File: src/npcPkg.sv
package npcPkg;

    // ----------------------------------------
    // Basic widths
    // ----------------------------------------

    // Machine word for data, addresses and instructions
    typedef logic [31:0] wordT;

    // Register index, x0 to x31
    typedef logic [4:0] regAddrT;

    // Raw I-type immediate before sign extension
    typedef logic [11:0] immT;

    // ----------------------------------------
    // Enumerations
    // ----------------------------------------

    // Decoded instruction class
    typedef enum logic [1:0] {
        instAddi,
        instJalr,
        instEbreak,
        instIllegal
    } instTypeE;

    // Core control states
    typedef enum logic [1:0] {
        coreReset,
        coreRun,
        coreHalt
    } coreStateE;

    // Why the core stopped
    typedef enum logic [1:0] {
        haltNone,
        haltEbreak,
        haltIllegal
    } haltCauseE;

    // ----------------------------------------
    // Structs
    // ----------------------------------------

    // Decoder output bundle
    typedef struct packed {
        instTypeE kind;
        regAddrT  rs1;
        regAddrT  rd;
        // Already sign-extended to a full word
        wordT     imm;
        logic     regWen;
    } decodeT;

    // Per-cycle retire trace
    typedef struct packed {
        logic    valid;
        wordT    pc;
        wordT    inst;
        logic    wen;
        regAddrT rd;
        wordT    wdata;
    } commitT;

endpackage

File: src/npcPc.sv
`timescale 1ns/100ps

module npcPc
    import npcPkg::*;
#(
    parameter wordT resetPc = 32'h8000_0000
) (
    input  logic clk,
    input  logic arstN,
    input  logic pcStep,
    input  logic pcLoad,
    input  wordT jumpTarget,
    output wordT pc
);

    // Next PC candidates
    wordT pcNext;
    wordT pcSeq;

    // Sequential successor
    assign pcSeq = pc + 32'd4;

    // Strobes are exclusive, load checked first anyway
    always_comb begin
        pcNext = pc;
        if (pcLoad) begin
            pcNext = jumpTarget;
        end else if (pcStep) begin
            pcNext = pcSeq;
        end
    end

    // ----------------------------------------
    // PC register
    // ----------------------------------------
    always_ff @(posedge clk or negedge arstN) begin
        if (!arstN) begin
            pc <= resetPc;
        end else begin
            // Holds when neither strobe is set
            pc <= pcNext;
        end
    end

endmodule

File: src/npcDecoder.sv
`timescale 1ns/100ps

module npcDecoder
    import npcPkg::*;
(
    input  wordT   inst,
    output decodeT dec
);

    // ----------------------------------------
    // Encodings
    // ----------------------------------------

    // OP-IMM major opcode, addi lives here
    localparam logic [6:0] opAluImm = 7'b0010011;
    // JALR major opcode
    localparam logic [6:0] opJalr   = 7'b1100111;
    // Both supported instructions use funct3 zero
    localparam logic [2:0] f3Zero   = 3'b000;
    // Full ebreak word, no field matching
    localparam wordT       ebreakWord = 32'h0010_0073;

    // ----------------------------------------
    // Field split
    // ----------------------------------------
    logic [6:0] opcode;
    logic [2:0] funct3;
    regAddrT    rs1;
    regAddrT    rd;
    immT        immRaw;
    wordT       immExt;

    assign opcode = inst[6:0];
    assign rd     = inst[11:7];
    assign funct3 = inst[14:12];
    assign rs1    = inst[19:15];
    assign immRaw = inst[31:20];

    // Sign extend from bit 11
    assign immExt = {{20{immRaw[11]}}, immRaw};

    // ----------------------------------------
    // Classification
    // ----------------------------------------
    instTypeE kind;

    always_comb begin
        // Default trap for anything unknown
        kind = instIllegal;
        if (inst == ebreakWord) begin
            kind = instEbreak;
        end else if (opcode == opAluImm && funct3 == f3Zero) begin
            kind = instAddi;
        end else if (opcode == opJalr && funct3 == f3Zero) begin
            kind = instJalr;
        end
    end

    // Output bundle
    always_comb begin
        dec.kind   = kind;
        dec.rs1    = rs1;
        dec.rd     = rd;
        dec.imm    = immExt;
        // Only addi and jalr write a register
        dec.regWen = (kind == instAddi) || (kind == instJalr);
    end

endmodule

File: src/npcRegFile.sv
`timescale 1ns/100ps

module npcRegFile
    import npcPkg::*;
(
    input  logic    clk,
    input  logic    arstN,
    input  logic    wen,
    input  regAddrT waddr,
    input  wordT    wdata,
    input  regAddrT raddr,
    output wordT    rdata
);

    // x1 to x31, x0 has no storage
    wordT regs [1:31];

    // ----------------------------------------
    // Write port
    // ----------------------------------------
    always_ff @(posedge clk or negedge arstN) begin
        if (!arstN) begin
            for (int i = 1; i < 32; i++) begin
                regs[i] <= '0;
            end
        end else begin
            // Writes to x0 fall away here
            if (wen && waddr != 5'd0) begin
                regs[waddr] <= wdata;
            end
        end
    end

    // ----------------------------------------
    // Read port
    // ----------------------------------------

    // Combinational, x0 hardwired to zero
    always_comb begin
        if (raddr == 5'd0) begin
            rdata = '0;
        end else begin
            rdata = regs[raddr];
        end
    end

endmodule

File: src/npcExecute.sv
`timescale 1ns/100ps

module npcExecute
    import npcPkg::*;
(
    input  wordT pc,
    input  wordT rs1Value,
    input  wordT imm,
    output wordT aluResult,
    output wordT jumpTarget,
    output wordT linkValue
);

    // Raw jalr sum before alignment
    wordT jumpSum;

    // ----------------------------------------
    // addi
    // ----------------------------------------

    // Overflow wraps, no exception in RV32I
    assign aluResult = rs1Value + imm;

    // ----------------------------------------
    // jalr
    // ----------------------------------------

    // Separate adder from the ALU path
    assign jumpSum = rs1Value + imm;

    // Bit 0 always cleared for jalr
    assign jumpTarget = {jumpSum[31:1], 1'b0};

    // Return address
    assign linkValue = pc + 32'd4;

endmodule

File: src/npcControl.sv
`timescale 1ns/100ps

module npcControl
    import npcPkg::*;
(
    input  logic      clk,
    input  logic      arstN,
    input  decodeT    dec,
    output logic      regWrite,
    output logic      pcStep,
    output logic      pcLoad,
    output logic      retire,
    output coreStateE state,
    output haltCauseE haltCause
);

    coreStateE stateNext;
    haltCauseE causeNext;
    logic      running;
    logic      stopInst;

    // One instruction per cycle while running
    assign running  = (state == coreRun);
    // ebreak and illegal both end execution
    assign stopInst = (dec.kind == instEbreak) || (dec.kind == instIllegal);

    // ----------------------------------------
    // Strobes
    // ----------------------------------------
    assign retire   = running;
    assign regWrite = running && dec.regWen;
    assign pcStep   = running && (dec.kind == instAddi);
    assign pcLoad   = running && (dec.kind == instJalr);

    // ----------------------------------------
    // Next state and cause
    // ----------------------------------------
    always_comb begin
        stateNext = state;
        causeNext = haltCause;
        case (state)
            // Leave reset on the first edge
            coreReset: stateNext = coreRun;
            coreRun: begin
                if (stopInst) begin
                    stateNext = coreHalt;
                    causeNext = (dec.kind == instEbreak) ? haltEbreak : haltIllegal;
                end
            end
            // Stuck until reset
            coreHalt: stateNext = coreHalt;
            default:  stateNext = coreReset;
        endcase
    end

    always_ff @(posedge clk or negedge arstN) begin
        if (!arstN) begin
            state     <= coreReset;
            haltCause <= haltNone;
        end else begin
            state     <= stateNext;
            haltCause <= causeNext;
        end
    end

endmodule

File: src/npcCore.sv
`timescale 1ns/100ps

module npcCore
    import npcPkg::*;
#(
    // First fetch address
    parameter wordT resetPc = 32'h8000_0000
) (
    input  logic      clk,
    input  logic      arstN,
    output wordT      instAddr,
    input  wordT      instData,
    output commitT    commit,
    output coreStateE state,
    output haltCauseE haltCause
);

    // ----------------------------------------
    // Internal nets
    // ----------------------------------------
    wordT   pc;
    decodeT dec;
    wordT   rs1Value;
    wordT   aluResult;
    wordT   jumpTarget;
    wordT   linkValue;
    wordT   wbData;
    logic   regWrite;
    logic   pcStep;
    logic   pcLoad;
    logic   retire;

    // Fetch straight from the PC
    assign instAddr = pc;

    npcPc #(
        .resetPc(resetPc)
    ) pc0 (
        .clk       (clk),
        .arstN     (arstN),
        .pcStep    (pcStep),
        .pcLoad    (pcLoad),
        .jumpTarget(jumpTarget),
        .pc        (pc)
    );

    npcDecoder decoder0 (
        .inst(instData),
        .dec (dec)
    );

    // Link value for jalr, sum for addi
    assign wbData = (dec.kind == instJalr) ? linkValue : aluResult;

    npcRegFile regFile0 (
        .clk  (clk),
        .arstN(arstN),
        .wen  (regWrite),
        .waddr(dec.rd),
        .wdata(wbData),
        .raddr(dec.rs1),
        .rdata(rs1Value)
    );

    npcExecute execute0 (
        .pc        (pc),
        .rs1Value  (rs1Value),
        .imm       (dec.imm),
        .aluResult (aluResult),
        .jumpTarget(jumpTarget),
        .linkValue (linkValue)
    );

    npcControl control0 (
        .clk      (clk),
        .arstN    (arstN),
        .dec      (dec),
        .regWrite (regWrite),
        .pcStep   (pcStep),
        .pcLoad   (pcLoad),
        .retire   (retire),
        .state    (state),
        .haltCause(haltCause)
    );

    // ----------------------------------------
    // Commit trace
    // ----------------------------------------

    // x0 writes still show wen high
    always_comb begin
        commit.valid = retire;
        commit.pc    = pc;
        commit.inst  = instData;
        commit.wen   = regWrite;
        commit.rd    = dec.rd;
        commit.wdata = wbData;
    end

endmodule

File: config.mk
export PLATFORM = sky130hd
export DESIGN_NAME = npcCore
export DESIGN_NICKNAME = d
export VERILOG_FILES = /design/src/npcPkg.sv /design/src/npcPc.sv /design/src/npcDecoder.sv /design/src/npcRegFile.sv /design/src/npcExecute.sv /design/src/npcControl.sv /design/src/npcCore.sv
export SDC_FILE = /design/constraint.sdc
export NUM_CORES = 2
export LEC_CHECK = 0
export BUFFER_PORTS_ARGS = -buffer_cell sky130_fd_sc_hd__buf_2
export CORE_ASPECT_RATIO = 0.6
export CORE_MARGIN = 4
export CORE_UTILIZATION = 23
export CTS_BUF_LIST = sky130_fd_sc_hd__clkbuf_16
export DETAILED_ROUTE_END_ITERATION = 10
export GPL_ROUTABILITY_DRIVEN = 0
export PLACE_DENSITY = 0.4
export SYNTH_ARGS = -nofsm -noshare
export SYNTH_HDL_FRONTEND = slang
export SYNTH_HIERARCHICAL = 1
export SYNTH_SLANG_ARGS = --single-unit
File: constraint.sdc
create_clock -name clk -period 6.68 [get_ports clk]
set_clock_uncertainty 0.15 [all_clocks]
set_input_delay 1.336 -clock clk [delete_from_list [all_inputs] [get_ports clk]]
set_output_delay 1.336 -clock clk [all_outputs]
set_load 0.03 [all_outputs]
==> metrics <==
CP most frequent cell buf_12; Num CTS Buffers 101; synthesized instance count 3913; CP Launch Type input port; Reg2Reg Depth 18; Peak Freq 147.0 MHz; drt total wl 185800 um; count of pins over their slew limit 0; Power Dens Cells 234.1 nW/um2; max-cap viol count 0; register-to-register setup slack 1.79 ns; Worst Hold Launch regFile0/regs[188]; max incr delay on CP 0.67 ns; vias per cell 4.661; clk sink count 1028; clk slew on worst S/H paths 0.06 ns; Max clock buf depth 3; Post-synth EDFFs 0; wire per inst 25.55 um; critical path's top delay family simple AND/OR/NAND/NOR gates; largest net degree at the start of global routing 150; gr usage total 15.69%; Tmin final 6.803 ns; Die Wd 619.3 um; Hold Buf Count CTS 0; Max FO, Critical Path 6; share of layout cells above drive strength 1 48.02%; FF-to-FF End regFile0/regs[632]; hold path cells 1; vias 33900; top cells by area, synth dfrtp_1, mux2_2, mux2i_1, mux4_2, buf_4; first-pass iteration count of the detailed router 5; count of input and output buffers 172; flop and latch count out of synthesis 1028; CP max stage cell nor4_4; Async S/R FF share, synth 100.0%; I/O pin total 173; Synth top area share 49.84%; DP HPWL 123400 um; count of different cell masters after synthesis 85; crit share post-route 101.8%; Hold Vio Cnt, Final 0; start point of the critical path instData[16]; Buf/Inv on CP 7; Slew @ Worst Pin 1.068 ns; fill count 22950; first-pass GRT wire length 266400 um; CTS tree built; Main synth FF type dfrtp_1; final core utilization 28.09%; Worst Path Arrival 5.32 ns; Rel. slew slack 28.56%; DIE AREA 232100 um2; Avg Inst Size Synth 13.18 um2; residual DRC count 0; Yosys warning count 6; Rows 134; Synth Cell Area 51570 um2; largest vdd supply drop 0.1706 mV; P_leak 0.03009 uW; Worst Hold Path EP regFile0/regs[188]; Overflow after GRT 0; 1st-iter DRT viols 2638; H-tree levels 3; vias in the first global route 34530; worst-skew pair later-pin latency 0.71 ns; nets 4269; Final Setup Violations 4; RSZ-0062 raised after global routing yes; Final Power 14640 uW; initial antenna violation count 12; Core Area 222700 um2; status complete, but fails checks; crit end category output pin; failing checks setup timing; root buf cell clkbuf_16; crit-path cells buf_16 -> buf_8 -> or2_4 -> buf_12 -> buf_12 -> buf_12 -> o22ai_4 -> nor3_4 -> nor4_4 -> buf_4 -> ha_4 -> nand3_2 -> nand2_1 -> a221o_1 -> or3_1 -> mux2i_2 -> a2111oi_2 -> mux2_4 -> buf_8; Net Count, Synth 3983; type of the worst setup path input port to output pin; register area share after synthesis 49.89%; RR Startpoint regFile0/regs[544]; Starting Density 23.16%; largest area contributor in the netlist dfrtp_1; die height 374.8 um; Critical Path RT 5.19 ns; area growth from synthesis to layout 21.28%; remaining antenna violation count 0; Worst Slack Setup Final -0.1230 ns; worst hold path class register to register
==> sequential cells by signal, indices dropped and copies added (netlist names) <==
| signal | flops |
|---|---|
| control0/state | 2 |
| control0/haltCause | 2 |
| pc0/pc | 32 |
| regFile0/regs | 992 |
==> final cells by class <==
class	count	area [um2]	share of cell area, %
well taps	2992	3744	5.986
clock inverters	78	511.7	0.8182
flip-flops and latches	1028	25730	41.13
inverters	21	78.83	0.1260
multi-input cells	2376	24070	38.48
clock buffers	103	2577	4.121
repair buffers	671	5824	9.313
diodes	5	12.51	0.02001
==> cell usage in the layout (no fill, tap or decap), types with 43 or more instances in the layout <==
cell type     n
buf_2       147
mux2_1       83
buf_4       420
nor3_1       58
clkbuf_16   104
dfrtp_1    1027
nand2_1      54
xnor2_1      43
a21oi_1      44
mux2i_1     313
o22ai_1     119
buf_12       51
mux2_2      942
mux4_2       64
==> Yosys cell counts, drive strengths merged (5+ instances only) <==
library cell and n:
a221o 33, nor4 45, inv 20, nor2 46, mux2i 323, a21o 12, o21a 8, nand2b 11
a31oi 16, ha 35, xnor2 47, mux4 64, dfrtp 1027, o31ai 14, a22oi 32, xor2 24
or3 8, nand2 69, and4 9, a211oi 35, or4 13, o22ai 130, nor3 78, or2 5
nand4 27, o21ai 29, nand3 31, buf 325, and3 15, clkbuf 163, nor2b 42, o21bai 6
a21oi 61, a221oi 6, mux2 1062, and2 6
==> how the worst max path moves through the flow <==
stage          depth (start not counted)         end  slack (ns)
2_1_floorplan                         16  commit[22]        0.22
3_3_place_gp                          20  commit[25]       -1.04
3_5_place_dp                          20  commit[25]       -0.97
4_1_cts                               19  commit[25]       -0.09
5_1_grt                               20  commit[29]       -0.25
6_report                              19  commit[25]       -0.12
==> metal layers <==
layer	vias up	wire [um]	global-route usage (%)
li1	14840	-	-
met1	18230	102300	26.03
met2	679	70540	20.57
met3	154	10780	3.180
met4	0	2255	2.142
met5	-	0	0
==> per-stage QoR <==
stage	TNS, ns	instance area (um2)	instances	hold slack, ns	setup WS, ns
floorplan	0	51570	3913	0.3026	0.2166
global placement	-43.72	57470	7021	0.3181	-1.045
detailed placement	-33.59	57470	7021	0.3239	-0.9742
CTS	-0.3786	62010	7252	0.3390	-0.08507
global route	-2.379	62530	7270	0.3476	-0.2507
finish	-0.2604	62540	7274	0.3359	-0.1230
==> power breakdown <==
group          leakage [uW]  switching [uW]  internal [uW]  total (uW)
registers            0.0144            25.7           6240        6270
logic                0.0141            1840            906        2740
clock network       0.00160            2680           2950        5630
total                0.0301            4540          10100       14600
==> cell families after synthesis <==
kind of cell | Yosys count | share of synthesized area, %
mux | 1449 | 32.50
flops | 1028 | 49.89
buf+inv | 509 | 5.592
simple gates | 419 | 4.583
compound gates | 400 | 5.335
xor+xnor | 71 | 1.206
fa+ha+maj | 36 | 0.8880
other cells | 1 | 0.007272
==> timing repair <==
item / in CTS / in global routing
pin swaps: 47 / 28
gates resized for setup: 179 / 78
cloned: 5 / 1
setup buffers: 45 / 16
setup endpoints to repair: 25 / 24
No activity file was read; power rests on OpenSTA's default activity.
